### src/logic/dsp_pkg.sv
package dsp_pkg;

    // Full-width datapath sizes. A fractured half uses half of each.
    localparam int NBITS_A    = 20;
    localparam int NBITS_B    = 18;
    localparam int NBITS_Z    = 38;
    localparam int NBITS_ACC  = 64;
    localparam int NBITS_COEF = 20;
    localparam int NBITS_AF   = 4;

    // Feedback codes select what goes into the accumulator.
    localparam logic [2:0] FB_AB     = 3'd0;
    localparam logic [2:0] FB_COEF0  = 3'd1;
    localparam logic [2:0] FB_COEF1  = 3'd2;
    localparam logic [2:0] FB_COEF2  = 3'd3;
    localparam logic [2:0] FB_COEF3  = 3'd4;
    localparam logic [2:0] FB_PASS_A = 3'd5;
    localparam logic [2:0] FB_PASS_B = 3'd6;
    localparam logic [2:0] FB_ZERO   = 3'd7;

    // Output select codes. 3 to 7 are not legal.
    localparam logic [2:0] OSEL_ACC    = 3'd0;
    localparam logic [2:0] OSEL_RAW    = 3'd1;
    localparam logic [2:0] OSEL_ADDEND = 3'd2;

    // Addend source as the operand stage decodes it from feedback.
    localparam logic [1:0] ADD_PRODUCT = 2'd0;
    localparam logic [1:0] ADD_PASS_X  = 2'd1;
    localparam logic [1:0] ADD_PASS_Y  = 2'd2;
    localparam logic [1:0] ADD_ZERO    = 2'd3;

    typedef struct packed {
        logic [2:0] feedback;
        logic       load_acc;        // Set adds into the accumulator, clear loads it.
        logic       unsigned_a;
        logic       unsigned_b;
        logic [2:0] output_select;
        logic       saturate_enable;
        logic [5:0] shift_right;
        logic       round;
        logic       subtract;
        logic       register_inputs;
    } dsp_ctrl_t;

    typedef struct packed {
        logic [NBITS_Z/2-1:0] hi;
        logic [NBITS_Z/2-1:0] lo;
    } dsp_z_halves_t;

    typedef union packed {
        logic [NBITS_Z-1:0] full;
        dsp_z_halves_t      halves;
    } dsp_z_u;

    typedef struct packed {
        logic [NBITS_B/2-1:0] hi;
        logic [NBITS_B/2-1:0] lo;
    } dsp_dly_b_halves_t;

    typedef union packed {
        logic [NBITS_B-1:0] full;
        dsp_dly_b_halves_t  halves;
    } dsp_dly_b_u;

endpackage

### src/logic/dsp_fracturable.sv
`timescale 1ns/1ps

module dsp_fracturable #(
    parameter logic [dsp_pkg::NBITS_COEF-1:0] COEFF_0 = '0,
    parameter logic [dsp_pkg::NBITS_COEF-1:0] COEFF_1 = '0,
    parameter logic [dsp_pkg::NBITS_COEF-1:0] COEFF_2 = '0,
    parameter logic [dsp_pkg::NBITS_COEF-1:0] COEFF_3 = '0
) (
    input  logic                         clk,
    input  logic                         reset_i,
    input  logic [dsp_pkg::NBITS_A-1:0]  a_i,
    input  logic [dsp_pkg::NBITS_B-1:0]  b_i,
    input  logic [dsp_pkg::NBITS_AF-1:0] acc_fir_i,
    input  dsp_pkg::dsp_ctrl_t           ctrl_i,
    input  logic                         f_mode_i,
    output dsp_pkg::dsp_z_u              z_o,
    output dsp_pkg::dsp_dly_b_u          dly_b_o
);
    import dsp_pkg::*;

    localparam int A_H    = NBITS_A / 2;
    localparam int B_H    = NBITS_B / 2;
    localparam int Z_H    = NBITS_Z / 2;
    localparam int ACC_H  = NBITS_ACC / 2;
    localparam int COEF_H = NBITS_COEF / 2;
    localparam int AF_H   = NBITS_AF / 2;

    logic [NBITS_Z-1:0] full_z;
    logic [Z_H-1:0]     frac0_z;
    logic [Z_H-1:0]     frac1_z;
    logic [NBITS_B-1:0] full_dly_b;
    logic [B_H-1:0]     frac0_dly_b;
    logic [B_H-1:0]     frac1_dly_b;

    dsp_slice #(
        .NBITS_A (NBITS_A), .NBITS_B (NBITS_B), .NBITS_ACC (NBITS_ACC),
        .NBITS_Z (NBITS_Z), .NBITS_COEF (NBITS_COEF), .NBITS_AF (NBITS_AF),
        .COEF_0 (COEFF_0), .COEF_1 (COEFF_1), .COEF_2 (COEFF_2), .COEF_3 (COEFF_3)
    ) u_full (
        .clock_i (clk), .reset_i (reset_i), .a_i (a_i), .b_i (b_i),
        .acc_fir_i (acc_fir_i), .ctrl_i (ctrl_i), .z_o (full_z), .dly_b_o (full_dly_b)
    );

    // Low halves of every operand and coefficient.
    dsp_slice #(
        .NBITS_A (A_H), .NBITS_B (B_H), .NBITS_ACC (ACC_H),
        .NBITS_Z (Z_H), .NBITS_COEF (COEF_H), .NBITS_AF (AF_H),
        .COEF_0 (COEFF_0[COEF_H-1:0]), .COEF_1 (COEFF_1[COEF_H-1:0]),
        .COEF_2 (COEFF_2[COEF_H-1:0]), .COEF_3 (COEFF_3[COEF_H-1:0])
    ) u_frac0 (
        .clock_i (clk), .reset_i (reset_i), .a_i (a_i[A_H-1:0]), .b_i (b_i[B_H-1:0]),
        .acc_fir_i (acc_fir_i[AF_H-1:0]), .ctrl_i (ctrl_i),
        .z_o (frac0_z), .dly_b_o (frac0_dly_b)
    );

    // High halves.
    dsp_slice #(
        .NBITS_A (A_H), .NBITS_B (B_H), .NBITS_ACC (ACC_H),
        .NBITS_Z (Z_H), .NBITS_COEF (COEF_H), .NBITS_AF (AF_H),
        .COEF_0 (COEFF_0[NBITS_COEF-1:COEF_H]), .COEF_1 (COEFF_1[NBITS_COEF-1:COEF_H]),
        .COEF_2 (COEFF_2[NBITS_COEF-1:COEF_H]), .COEF_3 (COEFF_3[NBITS_COEF-1:COEF_H])
    ) u_frac1 (
        .clock_i (clk), .reset_i (reset_i),
        .a_i (a_i[NBITS_A-1:A_H]), .b_i (b_i[NBITS_B-1:B_H]),
        .acc_fir_i (acc_fir_i[NBITS_AF-1:AF_H]), .ctrl_i (ctrl_i),
        .z_o (frac1_z), .dly_b_o (frac1_dly_b)
    );

    always_comb begin
        if (f_mode_i) begin
            z_o.halves.hi     = frac1_z;
            z_o.halves.lo     = frac0_z;
            dly_b_o.halves.hi = frac1_dly_b;
            dly_b_o.halves.lo = frac0_dly_b;
        end else begin
            z_o.full     = full_z;
            dly_b_o.full = full_dly_b;
        end
    end

endmodule

### src/logic/dsp_mac_accumulator.sv
`timescale 1ns/1ps

module dsp_mac_accumulator #(
    parameter int NBITS_A   = 20,
    parameter int NBITS_B   = 18,
    parameter int NBITS_ACC = 64,
    parameter int NBITS_AF  = 4
) (
    input  logic                        clock_i,
    input  logic                        reset_i,
    input  logic [NBITS_A:0]            mul_x_i,
    input  logic [NBITS_B:0]            mul_y_i,
    input  logic [1:0]                  pass_i,
    input  logic [NBITS_AF-1:0]         shift_i,
    input  dsp_pkg::dsp_ctrl_t          ctrl_i,
    output logic signed [NBITS_ACC-1:0] acc_o,
    output logic signed [NBITS_ACC-1:0] addend_o
);
    import dsp_pkg::*;

    // Product of the two extended operands.
    localparam int NBITS_P = NBITS_A + NBITS_B + 2;

    logic signed [NBITS_P-1:0]   product;
    logic signed [NBITS_ACC-1:0] term;
    logic signed [NBITS_ACC-1:0] shifted;
    logic signed [NBITS_ACC-1:0] addend;
    logic signed [NBITS_ACC-1:0] acc_next;
    logic signed [NBITS_ACC-1:0] acc_q;
    logic signed [NBITS_ACC-1:0] addend_q;

    assign product = $signed(mul_x_i) * $signed(mul_y_i);

    // Sign extend the chosen source to accumulator width.
    always_comb begin
        case (pass_i)
            ADD_PASS_X: begin
                term = {{(NBITS_ACC-NBITS_A-1){mul_x_i[NBITS_A]}}, mul_x_i};
            end
            ADD_PASS_Y: begin
                term = {{(NBITS_ACC-NBITS_B-1){mul_y_i[NBITS_B]}}, mul_y_i};
            end
            ADD_ZERO: begin
                term = '0;
            end
            default: begin
                term = {{(NBITS_ACC-NBITS_P){product[NBITS_P-1]}}, product};
            end
        endcase
    end

    always_comb begin
        shifted = term <<< shift_i;                     // FIR tap weighting.
        addend  = ctrl_i.subtract ? -shifted : shifted;
        if (ctrl_i.load_acc) begin
            acc_next = acc_q + addend;
        end else begin
            acc_next = addend;                          // Start a new sum.
        end
    end

    always_ff @(posedge clock_i) begin
        if (reset_i) begin
            acc_q    <= '0;
            addend_q <= '0;
        end else begin
            acc_q    <= acc_next;
            addend_q <= addend;
        end
    end

    assign acc_o    = acc_q;
    assign addend_o = addend_q;

endmodule

### src/logic/dsp_operand_stage.sv
`timescale 1ns/1ps

module dsp_operand_stage #(
    parameter int                    NBITS_A    = 20,
    parameter int                    NBITS_B    = 18,
    parameter int                    NBITS_COEF = 20,
    parameter int                    NBITS_AF   = 4,
    parameter logic [NBITS_COEF-1:0] COEF_0     = '0,
    parameter logic [NBITS_COEF-1:0] COEF_1     = '0,
    parameter logic [NBITS_COEF-1:0] COEF_2     = '0,
    parameter logic [NBITS_COEF-1:0] COEF_3     = '0
) (
    input  logic                clock_i,
    input  logic                reset_i,
    input  logic [NBITS_A-1:0]  a_i,
    input  logic [NBITS_B-1:0]  b_i,
    input  logic [NBITS_AF-1:0] acc_fir_i,
    input  dsp_pkg::dsp_ctrl_t  ctrl_i,
    output logic [NBITS_A:0]    mul_x_o,
    output logic [NBITS_B:0]    mul_y_o,
    output logic [1:0]          pass_o,
    output logic [NBITS_AF-1:0] shift_o,
    output dsp_pkg::dsp_ctrl_t  ctrl_o,
    output logic [NBITS_B-1:0]  dly_b_o
);
    import dsp_pkg::*;

    logic [NBITS_A-1:0]  a_q;
    logic [NBITS_B-1:0]  b_q;
    logic [NBITS_AF-1:0] af_q;
    dsp_ctrl_t           ctrl_q;
    logic [NBITS_A-1:0]  a_s;
    logic [NBITS_B-1:0]  b_s;
    dsp_ctrl_t           ctrl_s;
    logic [NBITS_A-1:0]  x_sel;
    logic [NBITS_B-1:0]  dly_b_q;

    always_ff @(posedge clock_i) begin
        if (reset_i) begin
            a_q    <= '0;
            b_q    <= '0;
            af_q   <= '0;
            ctrl_q <= '0;
        end else begin
            a_q    <= a_i;
            b_q    <= b_i;
            af_q   <= acc_fir_i;
            ctrl_q <= ctrl_i;
        end
    end

    // Register mode is a static setting, so the live bit picks the path.
    assign a_s     = ctrl_i.register_inputs ? a_q : a_i;
    assign b_s     = ctrl_i.register_inputs ? b_q : b_i;
    assign shift_o = ctrl_i.register_inputs ? af_q : acc_fir_i;
    assign ctrl_s  = ctrl_i.register_inputs ? ctrl_q : ctrl_i;

    always_comb begin
        case (ctrl_s.feedback)
            FB_COEF0: x_sel = NBITS_A'(COEF_0);
            FB_COEF1: x_sel = NBITS_A'(COEF_1);
            FB_COEF2: x_sel = NBITS_A'(COEF_2);
            FB_COEF3: x_sel = NBITS_A'(COEF_3);
            default:  x_sel = a_s;
        endcase
        case (ctrl_s.feedback)
            FB_PASS_A: pass_o = ADD_PASS_X;
            FB_PASS_B: pass_o = ADD_PASS_Y;
            FB_ZERO:   pass_o = ADD_ZERO;
            default:   pass_o = ADD_PRODUCT;
        endcase
    end

    // One extra bit lets unsigned operands go through a signed multiplier.
    assign mul_x_o = {~ctrl_s.unsigned_a & x_sel[NBITS_A-1], x_sel};
    assign mul_y_o = {~ctrl_s.unsigned_b & b_s[NBITS_B-1], b_s};
    assign ctrl_o  = ctrl_s;

    always_ff @(posedge clock_i) begin
        if (reset_i) begin
            dly_b_q <= '0;
        end else begin
            dly_b_q <= b_s;     // Cascade copy of B.
        end
    end

    assign dly_b_o = dly_b_q;

endmodule

### src/logic/dsp_output_stage.sv
`timescale 1ns/1ps

module dsp_output_stage #(
    parameter int NBITS_ACC = 64,
    parameter int NBITS_Z   = 38
) (
    input  logic                        clock_i,
    input  logic                        reset_i,
    input  logic signed [NBITS_ACC-1:0] acc_i,
    input  logic signed [NBITS_ACC-1:0] addend_i,
    input  dsp_pkg::dsp_ctrl_t          ctrl_i,
    output logic [NBITS_Z-1:0]          z_o
);
    import dsp_pkg::*;

    // Signed limits of z in a word one bit wider than the accumulator.
    localparam logic signed [NBITS_ACC:0] Z_MAX =
        {{(NBITS_ACC-NBITS_Z+2){1'b0}}, {(NBITS_Z-1){1'b1}}};
    localparam logic signed [NBITS_ACC:0] Z_MIN =
        {{(NBITS_ACC-NBITS_Z+2){1'b1}}, {(NBITS_Z-1){1'b0}}};

    logic signed [NBITS_ACC-1:0] src;
    logic signed [NBITS_ACC:0]   rnd_bit;
    logic signed [NBITS_ACC:0]   rounded;
    logic signed [NBITS_ACC:0]   shifted;
    logic [NBITS_Z-1:0]          z_d;
    logic [NBITS_Z-1:0]          z_q;

    always_comb begin
        case (ctrl_i.output_select)
            OSEL_ADDEND: src = addend_i;
            OSEL_ACC:    src = acc_i;
            default:     src = acc_i;
        endcase
    end

    always_comb begin
        rnd_bit = '0;
        if (ctrl_i.round && (ctrl_i.shift_right != 6'd0)) begin
            rnd_bit = {{NBITS_ACC{1'b0}}, 1'b1} << (ctrl_i.shift_right - 6'd1);
        end
        rounded = {src[NBITS_ACC-1], src} + rnd_bit;    // Extra bit absorbs the carry.
        if (ctrl_i.shift_right >= NBITS_ACC) begin
            shifted = {(NBITS_ACC+1){src[NBITS_ACC-1]}};
        end else begin
            shifted = rounded >>> ctrl_i.shift_right;
        end
    end

    always_comb begin
        if (ctrl_i.output_select == OSEL_RAW) begin
            z_d = acc_i[NBITS_Z-1:0];                   // No shift, no clamp.
        end else if (ctrl_i.saturate_enable && (shifted > Z_MAX)) begin
            z_d = Z_MAX[NBITS_Z-1:0];
        end else if (ctrl_i.saturate_enable && (shifted < Z_MIN)) begin
            z_d = Z_MIN[NBITS_Z-1:0];
        end else begin
            z_d = shifted[NBITS_Z-1:0];
        end
    end

    always_ff @(posedge clock_i) begin
        if (reset_i) begin
            z_q <= '0;
        end else begin
            z_q <= z_d;
        end
    end

    assign z_o = z_q;

    // The control word comes from outside the slice.
    a_osel_legal: assert property (@(posedge clock_i) disable iff (reset_i)
        ctrl_i.output_select <= OSEL_ADDEND)
    else $error("illegal output_select %0d", ctrl_i.output_select);

endmodule

### src/logic/dsp_slice.sv
`timescale 1ns/1ps

module dsp_slice #(
    parameter int                    NBITS_A    = 20,
    parameter int                    NBITS_B    = 18,
    parameter int                    NBITS_ACC  = 64,
    parameter int                    NBITS_Z    = 38,
    parameter int                    NBITS_COEF = 20,
    parameter int                    NBITS_AF   = 4,
    parameter logic [NBITS_COEF-1:0] COEF_0     = '0,
    parameter logic [NBITS_COEF-1:0] COEF_1     = '0,
    parameter logic [NBITS_COEF-1:0] COEF_2     = '0,
    parameter logic [NBITS_COEF-1:0] COEF_3     = '0
) (
    input  logic                clock_i,
    input  logic                reset_i,
    input  logic [NBITS_A-1:0]  a_i,
    input  logic [NBITS_B-1:0]  b_i,
    input  logic [NBITS_AF-1:0] acc_fir_i,
    input  dsp_pkg::dsp_ctrl_t  ctrl_i,
    output logic [NBITS_Z-1:0]  z_o,
    output logic [NBITS_B-1:0]  dly_b_o
);
    import dsp_pkg::*;

    logic [NBITS_A:0]            mul_x;
    logic [NBITS_B:0]            mul_y;
    logic [1:0]                  pass;
    logic [NBITS_AF-1:0]         shift;
    dsp_ctrl_t                   stage_ctrl;    // Control aligned with the operands.
    logic signed [NBITS_ACC-1:0] acc;
    logic signed [NBITS_ACC-1:0] addend;

    dsp_operand_stage #(
        .NBITS_A    (NBITS_A),
        .NBITS_B    (NBITS_B),
        .NBITS_COEF (NBITS_COEF),
        .NBITS_AF   (NBITS_AF),
        .COEF_0     (COEF_0),
        .COEF_1     (COEF_1),
        .COEF_2     (COEF_2),
        .COEF_3     (COEF_3)
    ) u_operand (
        .clock_i   (clock_i),
        .reset_i   (reset_i),
        .a_i       (a_i),
        .b_i       (b_i),
        .acc_fir_i (acc_fir_i),
        .ctrl_i    (ctrl_i),
        .mul_x_o   (mul_x),
        .mul_y_o   (mul_y),
        .pass_o    (pass),
        .shift_o   (shift),
        .ctrl_o    (stage_ctrl),
        .dly_b_o   (dly_b_o)
    );

    dsp_mac_accumulator #(
        .NBITS_A   (NBITS_A),
        .NBITS_B   (NBITS_B),
        .NBITS_ACC (NBITS_ACC),
        .NBITS_AF  (NBITS_AF)
    ) u_mac (
        .clock_i  (clock_i),
        .reset_i  (reset_i),
        .mul_x_i  (mul_x),
        .mul_y_i  (mul_y),
        .pass_i   (pass),
        .shift_i  (shift),
        .ctrl_i   (stage_ctrl),
        .acc_o    (acc),
        .addend_o (addend)
    );

    // Output controls act on the accumulator as it stands.
    dsp_output_stage #(
        .NBITS_ACC (NBITS_ACC),
        .NBITS_Z   (NBITS_Z)
    ) u_output (
        .clock_i  (clock_i),
        .reset_i  (reset_i),
        .acc_i    (acc),
        .addend_i (addend),
        .ctrl_i   (stage_ctrl),
        .z_o      (z_o)
    );

    // Largest shifted product must fit in the accumulator.
    a_acc_width: assert property (@(posedge clock_i)
        (NBITS_A + NBITS_B + 2 + (2 ** NBITS_AF) - 1) <= NBITS_ACC)
    else $error("accumulator too narrow for product and shift");

endmodule

### config.mk
export PLATFORM = sky130hd
export DESIGN_NAME = dsp_fracturable
export DESIGN_NICKNAME = d
export VERILOG_FILES = /design/src/logic/dsp_pkg.sv /design/src/logic/dsp_fracturable.sv /design/src/logic/dsp_mac_accumulator.sv /design/src/logic/dsp_operand_stage.sv /design/src/logic/dsp_output_stage.sv /design/src/logic/dsp_slice.sv
export SDC_FILE = /design/constraint.sdc
export NUM_CORES = 2
export LEC_CHECK = 0
export BUFFER_PORTS_ARGS = -buffer_cell sky130_fd_sc_hd__clkbuf_2
export CORE_MARGIN = 8
export CORE_UTILIZATION = 35
export CTS_BUF_LIST = sky130_fd_sc_hd__clkbuf_2
export DETAILED_ROUTE_END_ITERATION = 16
export PLACE_DENSITY = 0.52
export SKIP_CTS_REPAIR_TIMING = 1
export SLEW_MARGIN = 20
export SYNTH_ARGS = -nofsm -noshare
export SYNTH_HDL_FRONTEND = slang
export SYNTH_SLANG_ARGS = --single-unit
### constraint.sdc
create_clock -name clk -period 26.9 [get_ports clk]
set_clock_uncertainty 0.15 [all_clocks]
set_input_delay 5.38 -clock clk [delete_from_list [all_inputs] [get_ports clk]]
set_output_delay 5.38 -clock clk [all_outputs]
set_load 0.02 [all_outputs]
# [Word-level counts from Yosys, hierarchy flattened]
# Cells that the tools add are included.
[totals] in_bits=64 elab_cells=129 reg_bits=471 output_inout_bits=56
[op_classes] addsub=10 n_eq_ne=12 shift=8 n_reduce_logical=9 n_mux=41 n_mul=3 order_cmp=7 bitwise=8
[op_table] operator="$mux 32" n=6
[op_table] operator="$mux 64" n=3
[op_table] operator="$pmux 32 s3" n=2
[op_table] operator="$pmux 64 s3" n=1
[op_table] operator="$mux 38" n=4
[op_table] operator="$mux 19" n=7
[op_table] operator="$mux 33" n=3
[op_table] operator="$add 33x33->33" n=2
[op_table] operator="$gt 33x19->1 const B" n=2
[op_table] operator="$lt 33x19->1 const B" n=2
[op_table] operator="$sshr 33x6->33" n=2
[op_table] operator="$add 65x65->65" n=1
[op_table] operator="$gt 65x38->1 const B" n=1
[op_table] operator="$lt 65x38->1 const B" n=1
[op_table] operator="$mux 65" n=1
[op_table] operator="$shl 1x6->65 const A" n=1
[op_table] operator="$sshr 65x6->65" n=1
[op_table] operator="$add 32x32->32" n=2
[op_table] operator="$add 64x64->64" n=1
[op_table] operator="$neg 32->32" n=2
[op_table] operator="$neg 64->64" n=1
[op_table] operator="$sshl 32x2->32" n=2
[op_table] operator="$sshl 64x4->64" n=1
[op_table] operator="$mul 11x10->21" n=2
[op_table] operator="other kinds (21)" n=47

# [Depth between registers and ports, before layout]
[depth] ltp_word=12 mapped_depth=64 depth_no_buf=53

# [Cells and area by module]
# From an unflattened synthesis, not the netlist that was laid out.
[unflattened] cells_unflattened=10444 hier_area_um2=81560.7
[modules_own_cells] mod="dsp_mac_accumulator at u_full.u_mac" area_per_inst_um2=27945.6 cells_each=3447 seq_area_each_um2=2562.5 instances=1
[modules_own_cells] mod="dsp_output_stage at u_full.u_output" area_per_inst_um2=13076.3 cells_each=1947 seq_area_each_um2=760.7 instances=1
[modules_own_cells] mod="dsp_mac_accumulator at u_frac0.u_mac" area_per_inst_um2=10161.0 cells_each=1286 seq_area_each_um2=1281.2 instances=1
[modules_own_cells] mod="dsp_mac_accumulator at u_frac1.u_mac" area_per_inst_um2=9844.4 cells_each=1235 seq_area_each_um2=1281.2 instances=1
[modules_own_cells] mod="dsp_output_stage at u_frac1.u_output" area_per_inst_um2=6680.2 cells_each=968 seq_area_each_um2=380.4 instances=1
[modules_own_cells] mod="dsp_output_stage at u_frac0.u_output" area_per_inst_um2=6465.0 cells_each=920 seq_area_each_um2=380.4 instances=1
[modules_own_cells] mod="dsp_operand_stage at u_frac0.u_operand ..." area_per_inst_um2=1838.0 cells_each=164 seq_area_each_um2=980.9 instances=2
[modules_own_cells] mod="dsp_operand_stage at u_full.u_operand" area_per_inst_um2=2870.3 cells_each=251 seq_area_each_um2=1581.5 instances=1
[modules_own_cells] mod="dsp_fracturable" area_per_inst_um2=842.1 cells_each=62 seq_area_each_um2=0.0 instances=1

# [Worst setup path before layout]
# Ideal clock, no wire load.
[synth_timing] path_kind="input-to-reg" start="in ctrl_i[0] in the netlist's numbering" end="reg u_full.u_mac.acc_q[63] (netlist: u_full.u_mac.acc_o[63])" setup_time_ns=0.078 required_ns=26.672 slack_ns=7.915 cell_stages=56 arrival_ns=18.757 n_path_buf=12 path_cell_list="buf_6 buf_6 buf_6 buf_6 buf_6 buf_2 buf_2 buf_1 clkbuf_1 buf_1 buf_1 mux2_2 nand2_1 inv_1 fa_1 fa_1 fa_1 inv_1 [... 20 more ...] nor4_4 nor3b_2 a21oi_2 xnor2_2 ha_1 o21ai_0 nand2b_1 a21o_1 a21oi_1 nor2b_1 o21ai_0 nand2b_1 a221o_1 o21ai_0 nand2b_1 xor2_1 and3_1 nor3_1"
[synth_between] elab_chain_len=12 word_cells_on_any_way=28 cone_classes="2 x add/sub; 1 x mul; 10 x eq/ne; 1 x shift; 9 x mux; 4 x bitwise; 1 x reduce/logical"
[synth_rtl] item="start, declared" line="dsp_fracturable.sv:14" source="input dsp_pkg::dsp_ctrl_t ctrl_i,"
[synth_rtl] item="$mux 19"
[synth_rtl] item="$eq 3x3->1, or another cell as far along"
[synth_rtl] item="$reduce_or 4->1 (no line)"
[synth_rtl] item="$mux 20" line="dsp_operand_stage.sv:59" source="case (ctrl_s.feedback)"
[synth_rtl] item="$and 1x1->1" line="dsp_operand_stage.sv:75" source="assign mul_x_o = {~ctrl_s.unsigned_a & x_sel[NBITS_A-1], x_sel};"
[synth_rtl] item="$mul 21x19->40" line="dsp_mac_accumulator.sv:32" source="assign product = $signed(mul_x_i) * $signed(mul_y_i);"
[synth_rtl] item="$pmux 64 s3" line="dsp_mac_accumulator.sv:36" source="case (pass_i)"
[synth_rtl] item="$sshl 64x4->64" line="dsp_mac_accumulator.sv:53" source="shifted = term <<< shift_i;"
[synth_rtl] item="$neg 64->64" line="dsp_mac_accumulator.sv:54" source="addend = ctrl_i.subtract ? -shifted : shifted;"
[synth_rtl] item="$mux 64 (*)" line="dsp_mac_accumulator.sv:54"
[synth_rtl] item="named net u_full.u_mac.addend[54]" line="dsp_mac_accumulator.sv:27" source="logic signed [NBITS_ACC-1:0] addend;"
[synth_rtl] item="$add 64x64->64 (*)" line="dsp_mac_accumulator.sv:56" source="acc_next = acc_q + addend;"
[synth_rtl] item="$mux 64 (*)" line="dsp_mac_accumulator.sv:55" source="if (ctrl_i.load_acc) begin"
[synth_rtl] item="end signal, assigned" line="dsp_mac_accumulator.sv:67" source="acc_q <= acc_next;"
[synth_rtl] item="end, declared" line="dsp_mac_accumulator.sv:29" source="logic signed [NBITS_ACC-1:0] acc_q;"
# The timed path passes the listed nets; every way through them passes the cells marked *.
# A chain may end at the register's enable or synchronous reset.

# [Worst setup path in the final report]
# Same ends and word-level chain as after synthesis.

==> flow_summary.toml <==
[yosys]
synth_fa_ha_area_share_pct = 24.08
synth-xor-area-share_pct = 4.418
synth_compound_area_share_pct = 22.40
syn_inst = 8996
synth_seq_cells = 410
muxShareOfSynthArea_pct = 7.650
syn-num-nets = 10050
async_flop_share_pct = 0
synth_top_area_share_pct = 15.51
syn_avg_cell_area_um2 = 7.518
synth_top_family_by_area = "adder cells"
syn_area_mm2 = 0.06763
yosys_warnings = 0
yosys_most_used_dff = "dfxtp_1"
ys_types = 119
yosysSeqAreaShare_pct = 12.14
synth-simple-area-share_pct = 21.90
synth-edff-count = 0
synthTopCellsByArea = "fa_1, dfxtp_1, ha_1, nor2_1, nand2_1"
yosys.area.top_type = "fa_1"

[timing]
worstMarginPinSlew_ns = 1.251
maxSlewViolCount = 0
fin_crit_ns = 18.69
max_clock_freq_mhz = 53.49
maxSlewHeadroom_pct = 16.31
hold_viol = 0
final-setup-viol-count = 0
min_period_over_period_pct = 69.50
rsz0062_at_grt = "no"
setup_tns_ns = 0

[floorplanning]
core_area_mm2 = 0.1922
row_count = 161
start_util_pct = 35.19
die_area_mm2 = 0.2075
ioPinCount = 120
die_w_um = 455.6
die_y_um = 455.6

[drt]
ant_nets = 0
wl_per_cell_um = 27.43
viasPerCell = 5.962
drc_errors = 0
drt_iter0_markers = 6825
drt_pass1_iterations = 6
vias = 68600
wl_mm = 315.6

[worst_setup_path]
critPathRequiredTime_ns = 27.97
critical_path.most_common_cell = "fa_1"
slowest_delay_ns = 0.83
critPathKind = "in2reg"
startpoint_type = "input port"
arrival_ns = 19.76
slowest_stage = "fa_1"
end_kind = "flip-flop"
critical_path_peak_fanout = 63

[clock_tree]
clk_root_buffer_cell = "clkbuf_2"
clockBufferDepth = 3
cts.sinks = 410
cts_tree = "done"
htreeDepth = 3
path_clk_slew_ns = 0.12
cts_buffers = 121
clk_latency_ns = 1.58

[power]
p_leak_nw = 33.17
power_density_mw_per_mm2 = 106.8
seqPwrFrac_pct = 11.8
swShare_pct = 57.72
power_frac_comb_pct = 81.3
internal-power_w = 0.003251
power_frac_clock_pct = 6.9
ir_drop_mv = 0.07773
p_sw_w = 0.004437

[layout]
nets = 9926
syn_to_final_growth_pct = 6.444
final_common_cell = "nor2_1"
fill_cells = 20420
final_layout_size_suffix_gt1_share_pct = 9.883
layout_common_cells = "nor2_1, nand2_1, inv_1"
stdcell_area_mm2 = 0.07199

[place]
portBuffers = 119
hpwlAfterDp_mm = 255.7
place_congestion = 0.9914
post_dp_cell_area_mm2 = 0.07081

[outcome]
outcome = "finished, final reports clean"

[global_route]
grt_pass1_wl_mm = 456.5
grt_overflow = 0
antenna_found_initial = 9
grt_max_degree = 128
grt_pass1_vias = 66620
grtUsageTotal_pct = 28.84

[flow_run]
maxCapViolations = 0

[worst_hold_path]
hp-class = "reg2reg"
## metal layers
metal  share of wire (%)  GRT usage, %
met5              0.0041             0
met4                 6.9         16.78
met3                 6.0         3.222
met2                  46         47.52
met1                  41         36.52
## final timing paths
| path | slack (ns) | depth (start not counted) | startpoint | end |
|---|---|---|---|---|
| setup / recovery | 8.21 | 49 | ctrl_i[0] | u_full.u_mac.acc_o[63]$_SDFF_PP0_ |
| hold / removal | 0.37 | 2 | u_full.u_operand.b_q[9]$_SDFF_PP0_ | u_full.u_operand.dly_b_o[9]$_SDFF_PP0_ |
| setup reg to reg | 12.09 | 50 | u_frac1.u_operand.ctrl_q[18]$_SDFF_PP0_ | u_full.u_mac.acc_o[63]$_SDFF_PP0_ |
| hold reg to reg | 0.37 | 2 | u_full.u_operand.b_q[9]$_SDFF_PP0_ | u_full.u_operand.dly_b_o[9]$_SDFF_PP0_ |
## cell usage after synthesis (all sizes together) (81+ instances only)
cell type  number
o211ai        136
mux2          242
nor2         1075
nand3         183
fa            524
dfxtp         410
nor2b         184
inv           769
a31oi         106
xor2          126
a211oi        147
clkbuf        378
o21a           81
buf           141
ha            463
a21o          150
nor3          223
mux2i         211
xnor2         210
nand2         969
a21oi         625
o21ai         438
## through the flow
stage	total power [W]	std cells	hold slack (ns)	setup WS, ns	util, %
6_report	0.007688	11510	0.3743	8.206	37.46
5_1_grt	0.008326	11510	0.3783	7.306	37.46
4_1_cts	0.007609	11500	0.3439	8.572	37.45
3_5_place_dp	0.007020	11280	0.3683	6.971	36.84
3_3_place_gp	0.007018	11280	0.3687	7.011	36.82
2_1_floorplan	0.005220	8996	0.3099	7.915	-
## power groups by stage
stage / Clock (W) / Combinational, W / Sequential (W)
after floorplan: 0 / 0.00437 / 0.000846
after global placement: 0 / 0.00610 / 0.000914
after detailed placement: 0 / 0.00610 / 0.000918
after CTS: 0.000556 / 0.00615 / 0.000904
after global routing: 0.000583 / 0.00682 / 0.000922
final: 0.000530 / 0.00625 / 0.000907
## cell type report
class / count / area (um2) / share of cell area [%]
multi-input cells: 7298 / 54700 / 75.99
flip-flops and latches: 410 / 8208 / 11.40
well taps: 2526 / 3161 / 4.390
inverters: 769 / 2887 / 4.010
repair buffers: 275 / 1856 / 2.578
clock buffers: 168 / 840.8 / 1.168
clock inverters: 55 / 319.1 / 0.4432
diodes: 6 / 15.01 / 0.02086
## critical path, delay by kind of cell
kind / cells / cell delay (ns)
AO/OA/AOI/OAI: 16 / 3.63
XOR/XNOR: 2 / 0.37
adder cells (fa/ha/maj): 9 / 4.67
buffers and inverters: 7 / 1.40
multiplexers: 1 / 0.53
AND/OR/NAND/NOR: 14 / 3.63
## cell families (layout without fill, tap and decap cells)
logic type | Yosys count | count (layout)
and+or+nand+nor | 3207 | 3207
AOI/OAI and AO/OA | 2300 | 2300
buffers and inverters | 1288 | 1267
adders and majority gates | 987 | 987
muxes | 466 | 466
DFF | 410 | 410
xor gates and xnor gates | 337 | 337
other | 1 | 7
## registers in the layout (all words and copies together), names as in the netlist
| name | flops |
|---|---|
| u_frac1.u_mac.acc_o | 32 |
| u_frac0.u_mac.acc_o | 32 |
| u_full.u_output.z_o | 38 |
| u_full.u_operand.af_q | 4 |
| u_full.u_operand.a_q | 20 |
| u_frac1.u_operand.ctrl_q | 18 |
| u_full.u_mac.addend_o | 64 |
| u_frac0.u_output.z_o | 19 |
| u_frac1.u_output.z_o | 19 |
| u_full.u_operand.b_q | 18 |
| u_full.u_mac.acc_o | 64 |
| u_frac0.u_mac.addend_o | 32 |
| u_full.u_operand.dly_b_o | 18 |
| u_frac1.u_mac.addend_o | 32 |
Power figures use the tool's default switching activity.
